`src/coherence_pkg.sv`:
```
package coherence_pkg;

  // Bus and cache geometry
  localparam int ADDR_BITS   = 32;
  localparam int LINE_BITS   = 256;
  localparam int OFFSET_BITS = 5;
  localparam int WAYS        = 4;
  localparam int SETS        = 16;
  localparam int SET_BITS    = 4;
  localparam int WAY_BITS    = 2;

  // Agent numbering on both buses
  localparam int AGENT_BITS = 3;
  localparam int MEMORY_ID  = 4;

  // Per-line coherence state, MESI without M
  typedef enum logic [3:0] {
    LS_I,
    LS_ISAD,
    LS_ISD,
    LS_S,
    LS_E,
    LS_SRD,
    LS_IRD,
    LS_EIA,
    LS_IIARD,
    LS_IIA
  } line_state_t;

  typedef enum logic [1:0] {
    CMD_NONE,
    CMD_GETS,
    CMD_GETM,
    CMD_PUTM
  } bus_cmd_t;

  typedef enum logic [1:0] {
    RESP_DATA,
    RESP_EXCL,
    RESP_NODATA,
    RESP_NODATAE
  } resp_kind_t;

  // One event per cycle after bus and CPU priority
  typedef enum logic [2:0] {
    EV_NONE,
    EV_OWN_GETS,
    EV_OWN_PUTM,
    EV_OTHER_GETS,
    EV_OTHER_GETM,
    EV_FILL_SHARED,
    EV_FILL_EXCL,
    EV_OWN_RESP
  } bus_event_t;

endpackage

```
`src/bus_snoop_decoder.sv`:
```
`timescale 1ns/10ps

module bus_snoop_decoder #(
  parameter int cache_id = 1
) (
  input  logic                                   req_valid,
  input  logic [coherence_pkg::AGENT_BITS-1:0]   req_source,
  input  coherence_pkg::bus_cmd_t                req_cmd,
  input  logic [coherence_pkg::ADDR_BITS-1:0]    req_addr,
  input  logic                                   resp_valid,
  input  logic [coherence_pkg::AGENT_BITS-1:0]   resp_source,
  input  logic [coherence_pkg::WAY_BITS-1:0]     resp_way,
  input  logic [coherence_pkg::AGENT_BITS-1:0]   resp_dest,
  input  coherence_pkg::resp_kind_t              resp_kind,
  input  logic [coherence_pkg::ADDR_BITS-1:0]    resp_addr,
  input  logic [coherence_pkg::ADDR_BITS-1:0]    dfp_addr,
  input  logic                                   cache_read_request,
  output coherence_pkg::bus_event_t              bus_event,
  output logic [coherence_pkg::SET_BITS-1:0]     event_index,
  output logic                                   cpu_load,
  output logic [coherence_pkg::SET_BITS-1:0]     cpu_index,
  output logic                                   own_req_seen,
  output logic                                   own_resp_seen,
  output logic [coherence_pkg::WAY_BITS-1:0]     resp_own_way
);

  localparam logic [coherence_pkg::AGENT_BITS-1:0] SELF =
    coherence_pkg::AGENT_BITS'(cache_id);

  assign own_req_seen  = req_valid && (req_source == SELF);
  assign own_resp_seen = resp_valid && (resp_source == SELF);
  assign resp_own_way  = resp_way;

  // CPU only gets a turn when both buses are quiet
  assign cpu_load  = cache_read_request && !req_valid && !resp_valid;
  assign cpu_index = dfp_addr[coherence_pkg::OFFSET_BITS +: coherence_pkg::SET_BITS];

  always_comb begin
    bus_event   = coherence_pkg::EV_NONE;
    event_index = req_addr[coherence_pkg::OFFSET_BITS +: coherence_pkg::SET_BITS];
    if (req_valid) begin
      if (req_source == SELF) begin
        if (req_cmd == coherence_pkg::CMD_GETS) begin
          bus_event = coherence_pkg::EV_OWN_GETS;
        end else if (req_cmd == coherence_pkg::CMD_PUTM) begin
          bus_event = coherence_pkg::EV_OWN_PUTM;
        end
      end else if (req_cmd == coherence_pkg::CMD_GETS) begin
        bus_event = coherence_pkg::EV_OTHER_GETS;
      end else if (req_cmd == coherence_pkg::CMD_GETM) begin
        bus_event = coherence_pkg::EV_OTHER_GETM;
      end
    end else if (resp_valid) begin
      event_index = resp_addr[coherence_pkg::OFFSET_BITS +: coherence_pkg::SET_BITS];
      if (resp_source == SELF) begin
        bus_event = coherence_pkg::EV_OWN_RESP;
      end else if (resp_dest == SELF) begin
        // Fill for our outstanding GetS
        if (resp_kind == coherence_pkg::RESP_DATA) begin
          bus_event = coherence_pkg::EV_FILL_SHARED;
        end else if (resp_kind == coherence_pkg::RESP_EXCL) begin
          bus_event = coherence_pkg::EV_FILL_EXCL;
        end
      end
    end
  end

endmodule

```
`src/icache_coherence.sv`:
```
`timescale 1ns/10ps

module icache_coherence #(
  parameter int cache_id = 1
) (
  input  logic                                  clk,
  input  logic                                  rst,
  input  logic                                  dfp_read,
  input  logic                                  cache_read_request,
  input  logic [coherence_pkg::ADDR_BITS-1:0]   dfp_addr,
  output logic [coherence_pkg::LINE_BITS-1:0]   dfp_rdata,
  output logic                                  dfp_resp,
  input  logic [coherence_pkg::WAYS-1:0]        cache_hit_vector,
  input  logic [coherence_pkg::WAYS-1:0]        bus_hit_vector,
  input  logic [coherence_pkg::WAYS-1:0]        evict_candidate,
  input  logic [coherence_pkg::LINE_BITS-1:0]   bus_rdata,
  input  logic                                  req_valid,
  input  logic [coherence_pkg::AGENT_BITS-1:0]  req_source,
  input  logic [coherence_pkg::ADDR_BITS-1:0]   req_addr,
  input  coherence_pkg::bus_cmd_t               req_cmd,
  output logic                                  req_bus_req,
  output logic [coherence_pkg::ADDR_BITS-1:0]   req_tx_addr,
  output coherence_pkg::bus_cmd_t               req_tx_cmd,
  output logic                                  req_bus_busy,
  input  logic                                  resp_valid,
  input  logic [coherence_pkg::AGENT_BITS-1:0]  resp_source,
  input  logic [coherence_pkg::WAY_BITS-1:0]    resp_way,
  input  logic [coherence_pkg::AGENT_BITS-1:0]  resp_dest,
  input  coherence_pkg::resp_kind_t             resp_kind,
  input  logic [coherence_pkg::ADDR_BITS-1:0]   resp_addr,
  input  logic [coherence_pkg::LINE_BITS-1:0]   resp_data,
  output logic                                  resp_bus_req,
  output logic [coherence_pkg::WAY_BITS-1:0]    resp_tx_way,
  output logic [coherence_pkg::AGENT_BITS-1:0]  resp_tx_dest,
  output logic                                  resp_tx_memory,
  output logic [coherence_pkg::ADDR_BITS-1:0]   resp_tx_addr,
  output logic [coherence_pkg::LINE_BITS-1:0]   resp_tx_data,
  output coherence_pkg::resp_kind_t             resp_tx_kind
);

  coherence_pkg::bus_event_t            bus_event;
  logic [coherence_pkg::SET_BITS-1:0]   event_index;
  logic [coherence_pkg::SET_BITS-1:0]   cpu_index;
  logic [coherence_pkg::WAY_BITS-1:0]   resp_own_way;
  logic                                 cpu_load;
  logic                                 own_req_seen;
  logic                                 own_resp_seen;
  logic                                 issue_gets;
  logic                                 issue_putm;
  logic [coherence_pkg::ADDR_BITS-1:0]  issue_addr;
  logic                                 send_data;
  logic [coherence_pkg::WAY_BITS-1:0]   send_way;
  logic                                 send_memory;
  logic                                 send_putm_ack;
  coherence_pkg::resp_kind_t            ack_kind;
  logic                                 fill_done;
  logic                                 load_hit;
  logic                                 busy_set;
  logic                                 busy_clear;

  bus_snoop_decoder #(.cache_id(cache_id)) u_decoder (
    .req_valid, .req_source, .req_cmd, .req_addr,
    .resp_valid, .resp_source, .resp_way, .resp_dest, .resp_kind, .resp_addr,
    .dfp_addr, .cache_read_request,
    .bus_event, .event_index, .cpu_load, .cpu_index,
    .own_req_seen, .own_resp_seen, .resp_own_way
  );

  line_state_table u_table (
    .clk, .rst, .bus_event, .event_index, .resp_own_way,
    .cpu_load, .cpu_index, .dfp_read, .dfp_addr,
    .cache_hit_vector, .bus_hit_vector, .evict_candidate,
    .issue_gets, .issue_putm, .issue_addr,
    .send_data, .send_way, .send_memory, .send_putm_ack, .ack_kind,
    .fill_done, .load_hit, .busy_set, .busy_clear
  );

  req_bus_issuer u_req_issuer (
    .clk, .rst, .issue_gets, .issue_putm, .issue_addr,
    .own_req_seen, .busy_set, .busy_clear,
    .req_bus_req, .req_tx_addr, .req_tx_cmd, .req_bus_busy
  );

  resp_bus_issuer #(.cache_id(cache_id)) u_resp_issuer (
    .clk, .rst, .send_data, .send_way, .send_memory, .send_putm_ack, .ack_kind,
    .req_source, .req_addr, .bus_rdata, .own_resp_seen,
    .fill_done, .load_hit, .resp_data,
    .resp_bus_req, .resp_tx_way, .resp_tx_dest, .resp_tx_memory,
    .resp_tx_addr, .resp_tx_data, .resp_tx_kind, .dfp_rdata, .dfp_resp
  );

endmodule

```
`src/line_state_table.sv`:
```
`timescale 1ns/10ps

module line_state_table (
  input  logic                                 clk,
  input  logic                                 rst,
  input  coherence_pkg::bus_event_t            bus_event,
  input  logic [coherence_pkg::SET_BITS-1:0]   event_index,
  input  logic [coherence_pkg::WAY_BITS-1:0]   resp_own_way,
  input  logic                                 cpu_load,
  input  logic [coherence_pkg::SET_BITS-1:0]   cpu_index,
  input  logic                                 dfp_read,
  input  logic [coherence_pkg::ADDR_BITS-1:0]  dfp_addr,
  input  logic [coherence_pkg::WAYS-1:0]       cache_hit_vector,
  input  logic [coherence_pkg::WAYS-1:0]       bus_hit_vector,
  input  logic [coherence_pkg::WAYS-1:0]       evict_candidate,
  output logic                                 issue_gets,
  output logic                                 issue_putm,
  output logic [coherence_pkg::ADDR_BITS-1:0]  issue_addr,
  output logic                                 send_data,
  output logic [coherence_pkg::WAY_BITS-1:0]   send_way,
  output logic                                 send_memory,
  output logic                                 send_putm_ack,
  output coherence_pkg::resp_kind_t            ack_kind,
  output logic                                 fill_done,
  output logic                                 load_hit,
  output logic                                 busy_set,
  output logic                                 busy_clear
);

  coherence_pkg::line_state_t state_q [coherence_pkg::WAYS][coherence_pkg::SETS];
  coherence_pkg::line_state_t cur [coherence_pkg::WAYS];
  coherence_pkg::line_state_t nxt [coherence_pkg::WAYS];
  logic [coherence_pkg::SET_BITS-1:0] idx;

  // The decoder keeps bus events and CPU requests apart
  assign idx        = cpu_load ? cpu_index : event_index;
  assign issue_addr = dfp_addr;

  always_comb begin
    issue_gets    = 1'b0;
    issue_putm    = 1'b0;
    send_data     = 1'b0;
    send_way      = '0;
    send_memory   = 1'b0;
    send_putm_ack = 1'b0;
    ack_kind      = coherence_pkg::RESP_NODATA;
    fill_done     = 1'b0;
    load_hit      = 1'b0;
    busy_set      = 1'b0;
    busy_clear    = 1'b0;
    for (int w = 0; w < coherence_pkg::WAYS; w++) begin
      cur[w] = state_q[w][idx];
      nxt[w] = cur[w];
      if (cpu_load) begin
        // Hit first, then miss or replacement on the victim way
        if (cache_hit_vector[w] && (cur[w] inside {coherence_pkg::LS_S, coherence_pkg::LS_E,
                                                   coherence_pkg::LS_EIA})) begin
          load_hit = 1'b1;
        end else if (dfp_read && evict_candidate[w]) begin
          if (cur[w] == coherence_pkg::LS_I) begin
            nxt[w]     = coherence_pkg::LS_ISAD;
            issue_gets = 1'b1;
          end else if (cur[w] == coherence_pkg::LS_S) begin
            nxt[w] = coherence_pkg::LS_I;
          end else if (cur[w] == coherence_pkg::LS_E) begin
            nxt[w]     = coherence_pkg::LS_EIA;
            issue_putm = 1'b1;
          end
        end
      end else begin
        unique case (bus_event)
          coherence_pkg::EV_OWN_GETS: begin
            if (cur[w] == coherence_pkg::LS_ISAD && evict_candidate[w]) begin
              nxt[w]   = coherence_pkg::LS_ISD;
              busy_set = 1'b1;
            end
          end
          coherence_pkg::EV_OWN_PUTM: begin
            if (evict_candidate[w] && (cur[w] inside {coherence_pkg::LS_EIA,
                                                      coherence_pkg::LS_IIA})) begin
              nxt[w]        = coherence_pkg::LS_I;
              send_putm_ack = 1'b1;
              send_way      = coherence_pkg::WAY_BITS'(w);
              // Data already went out during the race, so no ownership to return
              ack_kind      = (cur[w] == coherence_pkg::LS_EIA) ?
                              coherence_pkg::RESP_NODATAE : coherence_pkg::RESP_NODATA;
            end
          end
          coherence_pkg::EV_OTHER_GETS, coherence_pkg::EV_OTHER_GETM: begin
            if (bus_hit_vector[w]) begin
              if (cur[w] == coherence_pkg::LS_S &&
                  bus_event == coherence_pkg::EV_OTHER_GETM) begin
                nxt[w] = coherence_pkg::LS_I;
              end else if (cur[w] inside {coherence_pkg::LS_E, coherence_pkg::LS_EIA}) begin
                if (cur[w] == coherence_pkg::LS_EIA) begin
                  nxt[w] = coherence_pkg::LS_IIARD;
                end else if (bus_event == coherence_pkg::EV_OTHER_GETS) begin
                  nxt[w] = coherence_pkg::LS_SRD;
                end else begin
                  nxt[w] = coherence_pkg::LS_IRD;
                end
                send_data   = 1'b1;
                send_way    = coherence_pkg::WAY_BITS'(w);
                send_memory = (bus_event == coherence_pkg::EV_OTHER_GETS);
                busy_set    = 1'b1;
              end
            end
          end
          coherence_pkg::EV_FILL_SHARED, coherence_pkg::EV_FILL_EXCL: begin
            if (cur[w] == coherence_pkg::LS_ISD && evict_candidate[w]) begin
              nxt[w]     = (bus_event == coherence_pkg::EV_FILL_EXCL) ?
                           coherence_pkg::LS_E : coherence_pkg::LS_S;
              fill_done  = 1'b1;
              busy_clear = 1'b1;
            end
          end
          coherence_pkg::EV_OWN_RESP: begin
            if (resp_own_way == coherence_pkg::WAY_BITS'(w)) begin
              if (cur[w] == coherence_pkg::LS_SRD) begin
                nxt[w]     = coherence_pkg::LS_S;
                busy_clear = 1'b1;
              end else if (cur[w] == coherence_pkg::LS_IRD) begin
                nxt[w]     = coherence_pkg::LS_I;
                busy_clear = 1'b1;
              end else if (cur[w] == coherence_pkg::LS_IIARD) begin
                nxt[w]     = coherence_pkg::LS_IIA;
                busy_clear = 1'b1;
              end
            end
          end
          default: begin
          end
        endcase
      end
    end
  end

  always_ff @(posedge clk) begin
    if (rst) begin
      for (int w = 0; w < coherence_pkg::WAYS; w++) begin
        for (int s = 0; s < coherence_pkg::SETS; s++) begin
          state_q[w][s] <= coherence_pkg::LS_I;
        end
      end
    end else begin
      for (int w = 0; w < coherence_pkg::WAYS; w++) begin
        state_q[w][idx] <= nxt[w];
      end
    end
  end

endmodule

```
`src/req_bus_issuer.sv`:
```
`timescale 1ns/10ps

module req_bus_issuer (
  input  logic                                 clk,
  input  logic                                 rst,
  input  logic                                 issue_gets,
  input  logic                                 issue_putm,
  input  logic [coherence_pkg::ADDR_BITS-1:0]  issue_addr,
  input  logic                                 own_req_seen,
  input  logic                                 busy_set,
  input  logic                                 busy_clear,
  output logic                                 req_bus_req,
  output logic [coherence_pkg::ADDR_BITS-1:0]  req_tx_addr,
  output coherence_pkg::bus_cmd_t              req_tx_cmd,
  output logic                                 req_bus_busy
);

  // Message is held until our own copy shows up on the bus
  always_ff @(posedge clk) begin
    if (rst) begin
      req_bus_req  <= 1'b0;
      req_tx_cmd   <= coherence_pkg::CMD_NONE;
      req_bus_busy <= 1'b0;
    end else begin
      if (issue_gets || issue_putm) begin
        req_bus_req <= 1'b1;
        req_tx_cmd  <= issue_gets ? coherence_pkg::CMD_GETS : coherence_pkg::CMD_PUTM;
      end else if (own_req_seen) begin
        req_bus_req <= 1'b0;
        req_tx_cmd  <= coherence_pkg::CMD_NONE;
      end
      if (busy_set) begin
        req_bus_busy <= 1'b1;
      end else if (busy_clear) begin
        req_bus_busy <= 1'b0;
      end
    end
  end

  always_ff @(posedge clk) begin
    if (issue_gets || issue_putm) begin
      req_tx_addr <= issue_addr;
    end
  end

endmodule

```
`src/resp_bus_issuer.sv`:
```
`timescale 1ns/10ps

module resp_bus_issuer #(
  parameter int cache_id = 1
) (
  input  logic                                  clk,
  input  logic                                  rst,
  input  logic                                  send_data,
  input  logic [coherence_pkg::WAY_BITS-1:0]    send_way,
  input  logic                                  send_memory,
  input  logic                                  send_putm_ack,
  input  coherence_pkg::resp_kind_t             ack_kind,
  input  logic [coherence_pkg::AGENT_BITS-1:0]  req_source,
  input  logic [coherence_pkg::ADDR_BITS-1:0]   req_addr,
  input  logic [coherence_pkg::LINE_BITS-1:0]   bus_rdata,
  input  logic                                  own_resp_seen,
  input  logic                                  fill_done,
  input  logic                                  load_hit,
  input  logic [coherence_pkg::LINE_BITS-1:0]   resp_data,
  output logic                                  resp_bus_req,
  output logic [coherence_pkg::WAY_BITS-1:0]    resp_tx_way,
  output logic [coherence_pkg::AGENT_BITS-1:0]  resp_tx_dest,
  output logic                                  resp_tx_memory,
  output logic [coherence_pkg::ADDR_BITS-1:0]   resp_tx_addr,
  output logic [coherence_pkg::LINE_BITS-1:0]   resp_tx_data,
  output coherence_pkg::resp_kind_t             resp_tx_kind,
  output logic [coherence_pkg::LINE_BITS-1:0]   dfp_rdata,
  output logic                                  dfp_resp
);

  always_ff @(posedge clk) begin
    if (rst) begin
      resp_bus_req <= 1'b0;
      resp_tx_kind <= coherence_pkg::RESP_NODATA;
      dfp_resp     <= 1'b0;
    end else begin
      dfp_resp <= fill_done || load_hit;
      if (send_data) begin
        resp_bus_req <= 1'b1;
        resp_tx_kind <= coherence_pkg::RESP_DATA;
      end else if (send_putm_ack) begin
        resp_bus_req <= 1'b1;
        resp_tx_kind <= ack_kind;
      end else if (own_resp_seen) begin
        resp_bus_req <= 1'b0;
        resp_tx_kind <= coherence_pkg::RESP_NODATA;
      end
    end
  end

  // Payload of the held response
  always_ff @(posedge clk) begin
    if (send_data || send_putm_ack) begin
      resp_tx_way  <= send_way;
      resp_tx_addr <= req_addr;
      resp_tx_data <= bus_rdata;
      // PutM acks always go to memory
      resp_tx_dest   <= send_data ? req_source :
                        coherence_pkg::AGENT_BITS'(coherence_pkg::MEMORY_ID);
      resp_tx_memory <= send_data ? send_memory : 1'b1;
    end else if (own_resp_seen) begin
      resp_tx_dest   <= coherence_pkg::AGENT_BITS'(cache_id);
      resp_tx_memory <= 1'b0;
    end
    if (fill_done) begin
      dfp_rdata <= resp_data;
    end
  end

endmodule

```
`config.mk`:
```
export PLATFORM = sky130hd
export DESIGN_NAME = icache_coherence
export DESIGN_NICKNAME = d
export VERILOG_FILES = /design/src/coherence_pkg.sv /design/src/bus_snoop_decoder.sv /design/src/icache_coherence.sv /design/src/line_state_table.sv /design/src/req_bus_issuer.sv /design/src/resp_bus_issuer.sv
export SDC_FILE = /design/constraint.sdc
export NUM_CORES = 1
export LEC_CHECK = 0
export BUFFER_PORTS_ARGS = -buffer_cell sky130_fd_sc_hd__buf_2
export CORE_AREA = 2 2 475 477
export DETAILED_ROUTE_END_ITERATION = 8
export DIE_AREA = 0 0 477 479
export SYNTH_ARGS = -nofsm -noshare
export SYNTH_HDL_FRONTEND = slang
export SYNTH_SLANG_ARGS = --single-unit
```
`constraint.sdc`:
```
create_clock -name clk -period 16.9 [get_ports clk]
set_input_delay 3.38 -clock clk [delete_from_list [all_inputs] [get_ports clk]]
set_output_delay 3.38 -clock clk [all_outputs]
set_load 0.005 [all_outputs]
```
==> flow_summary.yaml <==
placement:
  port_buffers: 1202
  dpl_cell_area_mm2: 0.04101
  place.gp.congestion: 1.017
  place_hpwl_mm: 239.5
  pre_cts_slack_ns: 6.109
  placedCellCount: 6154
power_and_ir_drop:
  intPower_mw: 3.786
  p_per_area_mw_per_mm2: 119.3
  power_frac_comb_pct: 13.3
  design_power_total_mw: 5.325
  switching_share_pct: 28.90
  switching_power_mw: 1.539
  ir_worst_vdd_uv: 70.87
  power_frac_clock_pct: 40.9
  leakage_nw: 16.64
  sequentialPowerShare_pct: 45.9
setup_path:
  cp-start-kind: "input port"
  crit_fanout: 82
  worstPathCellList: "buf_2 -> o21ba_2 -> o211a_4 -> buf_4 -> mux2i_1 -> mux2i_1 -> a32oi_1 -> nand2_1 -> o21ai_0 -> o31ai_2 -> inv_8 -> buf_4 -> buf_4"
  required_ns: 17.25
  r2r_slack_ns: 11.83
  rr_startpoint: "u_table.state_q[0][168]"
  worst_path_most_repeated_cell: "buf_4"
  setup.worst_path.end_class: "flip-flop"
  crit_path_start: "resp_valid"
  criticalPathCategory: "in -> reg"
  critical_path_arrival_ns: 10.35
  reg2reg_depth: 9
  cp_slowest_stage_delay_ns: 0.87
  critical_path.slowest_cell: "buf_4"
floorplanning:
  core_mm2: 0.2236
  top_level_ports: 1231
  initial_utilization_pct: 14.06
  chipHeight_um: 479
  die_area_mm2: 0.2285
  die_w_um: 477
  rows: 174
cts:
  cts.clk_slew.worst_paths_ns: 0.06
  cts_root_buf: "clkbuf_16"
  numCtsBuffers: 96
  hold_buffers: 0
  clockBufferDepth: 3
  cts-htree-levels: 3
  cts_tree: "done"
  ctsResizeCount: 0
  post_cts.repair.setup_buffers: 0
  cts_sinks: 845
  clkLatencyLatePin_ns: 0.75
min_path:
  hold_path_class: "reg -> reg"
  holdCritStartpoint: "u_table.state_q[0][217]"
  holdPathStages: 2
timing:
  max_clock_freq_ghz: 0.09997
  fin_skew_ns: 0.06279
  setup_ws_ns: 6.897
  finalMaxSlewViolations: 0
  fin_tns_setup_ns: 0
  hold-worst-slack_ns: 0.4685
  period_needed_ns: 10.00
  fin_crit_sh_pct: 59.19
  setup_violations: 0
  worstMarginPinSlew_ns: 1.123
  rsz0062_at_grt: "no"
  hold_viol: 0
  max-slew-margin-rel_pct: 24.89
synth:
  synth_cells: 2028
  ys_ff_latch: 845
  seq_area_frac_synth_pct: 76.56
  syn_area_per_cell_um2: 15.50
  syn_nets: 2669
  yosysWarnings: 0
  synth_top_area_cell: "edfxtp_1"
  synth_area_leaders: "edfxtp_1, dfxtp_1, mux2i_1"
  synth_ff_type: "edfxtp_1"
  synth_edf_count: 714
  synthesis.area_mm2: 0.03143
  yosysUniqueCellTypes: 88
  async_flop_share_pct: 0
  synth_top_area_share_pct: 68.22
flow_run:
  drv_cap: 0
grt:
  grt-ovfl-total: 0
  track_usage_pct: 23.19
  grt_pass1_wl_mm: 325.7
  antenna_found_initial: 292
  grt_max_degree: 131
  grt_pass1_vias: 24120
detailed_routing:
  wire_per_inst_um: 42.33
  num_vias: 26290
  drtAntennaViolNets: 0
  vias_per_cell: 4.039
  drcViolationCount: 0
  drt_iter0_markers: 2781
  drt_pass1_iterations: 5
  drt_wl_total_mm: 275.5
cells_and_area:
  fill_cells: 24260
  multiInputGateArea_mm2: 0.006793
  drive_above_1_share_pct: 43.23
  utilization_pct: 19.97
  finish.instance_area_mm2: 0.04465
  final_cells: 6509
  area_delta_synth_final_pct: 42.05
  fin_nets: 3901
  regArea_mm2: 0.02406
status:
  status: "completed"
## cell families (layout without fill, tap and decap cells)
kind of cell | count (synthesis) | in the layout | synth area share (%)
flip-flops | 845 | 845 | 76.56
other | 0 | 179 | 0
XOR/XNOR | 7 | 7 | 0.1951
multiplexers | 158 | 158 | 5.307
buffers and inverters | 136 | 1446 | 2.106
AO/OA/AOI/OAI | 355 | 355 | 8.097
AND/OR/NAND/NOR | 527 | 527 | 7.735
## cells in the final DEF (no fill, tap or decap), drive strengths merged, types with 6 or more instances in the layout
cell,count
a32oi,11
and2,12
diode,179
o22ai,6
a211oi,44
nor3b,8
xnor2,6
o2111a,6
o221ai,6
o31ai,20
o21ai,93
dfxtp,131
nor2b,6
nand2,150
o211ai,11
a31oi,15
mux2i,132
buf,1231
clkbuf,125
inv,46
nand3,97
mux2,23
nor3,21
bufinv,7
nand4,18
or3,6
clkinv,31
and3,13
clkinvlp,6
a22o,17
nor4,7
nor2,167
a21oi,54
edfxtp,714
a21boi,6
## sequential cells by signal, indices dropped and copies added, names as in the netlist
register and cells:
u_resp_issuer.resp_tx_way 2, u_resp_issuer.dfp_rdata 256, u_resp_issuer.dfp_resp 1, u_resp_issuer.resp_tx_kind 2
u_resp_issuer.resp_tx_addr 32, u_resp_issuer.resp_tx_dest 3, u_req_issuer.req_tx_cmd 2, u_req_issuer.req_tx_addr 32
u_req_issuer.req_bus_busy 1, u_resp_issuer.resp_tx_memory 1, u_resp_issuer.resp_bus_req 1, u_table.state_q 256
u_resp_issuer.resp_tx_data 256
## cell type report
type / instances / area share [%]
well taps: 2992 / 8.385
clock buffers: 125 / 5.796
repair buffers: 1231 / 13.99
clock inverters: 51 / 1.348
diodes: 179 / 1.003
multi-input cells: 1047 / 15.21
flip-flops and latches: 845 / 53.90
inverters: 39 / 0.3643
## critical path: cells and delay by family
family	cells	cell delay, ns
and+or+nand+nor	1	0.61
AOI/OAI and AO/OA	5	2.39
muxes	2	0.39
buffers and inverters	5	3.27
## metal layers
layer  global-route usage [%]  up-vias  wire, um
met3                    14.47      627     41730
met5                   0.9528        -      1002
met2                    34.60     1879    118000
met4                    16.28      152     22850
met1                    23.74    13140     91930
li1                         -    10490         -
## power groups by stage
stage / Combinational, mW / Clock (mW) / Sequential [mW]
final: 0.708 / 2.18 / 2.44
after global routing: 0.737 / 2.30 / 2.45
after CTS: 0.709 / 2.23 / 2.44
after detailed placement: 0.705 / 0 / 2.48
after global placement: 0.704 / 0 / 2.48
after floorplan: 0.275 / 0 / 2.48
## path summary, 6_finish.rpt
check	to
max reg2reg	u_resp_issuer.dfp_rdata[149]
min reg2reg	u_table.state_q[0][217]
min	u_table.state_q[0][217]
max	u_resp_issuer.dfp_rdata[149]
## synthesized netlist by cell type, types with 7 or more instances
cell      instances
a211oi_1         43
a21oi_1          54
a22o_1           17
a31oi_1          15
a32oi_1          11
and2_1           11
and3_1           13
buf_2            25
buf_4             9
buf_6            10
clkbuf_1         49
dfxtp_1         131
edfxtp_1        714
inv_1            39
mux2_2           21
mux2i_1         131
nand2_1         150
nand3_1          96
nand4_1          17
nor2_1          166
nor3_1           21
nor3b_1           8
nor4_1            7
o211ai_1          9
o21ai_0          93
o31ai_1          20
Note: power is estimated with default switching activity, not from simulation.
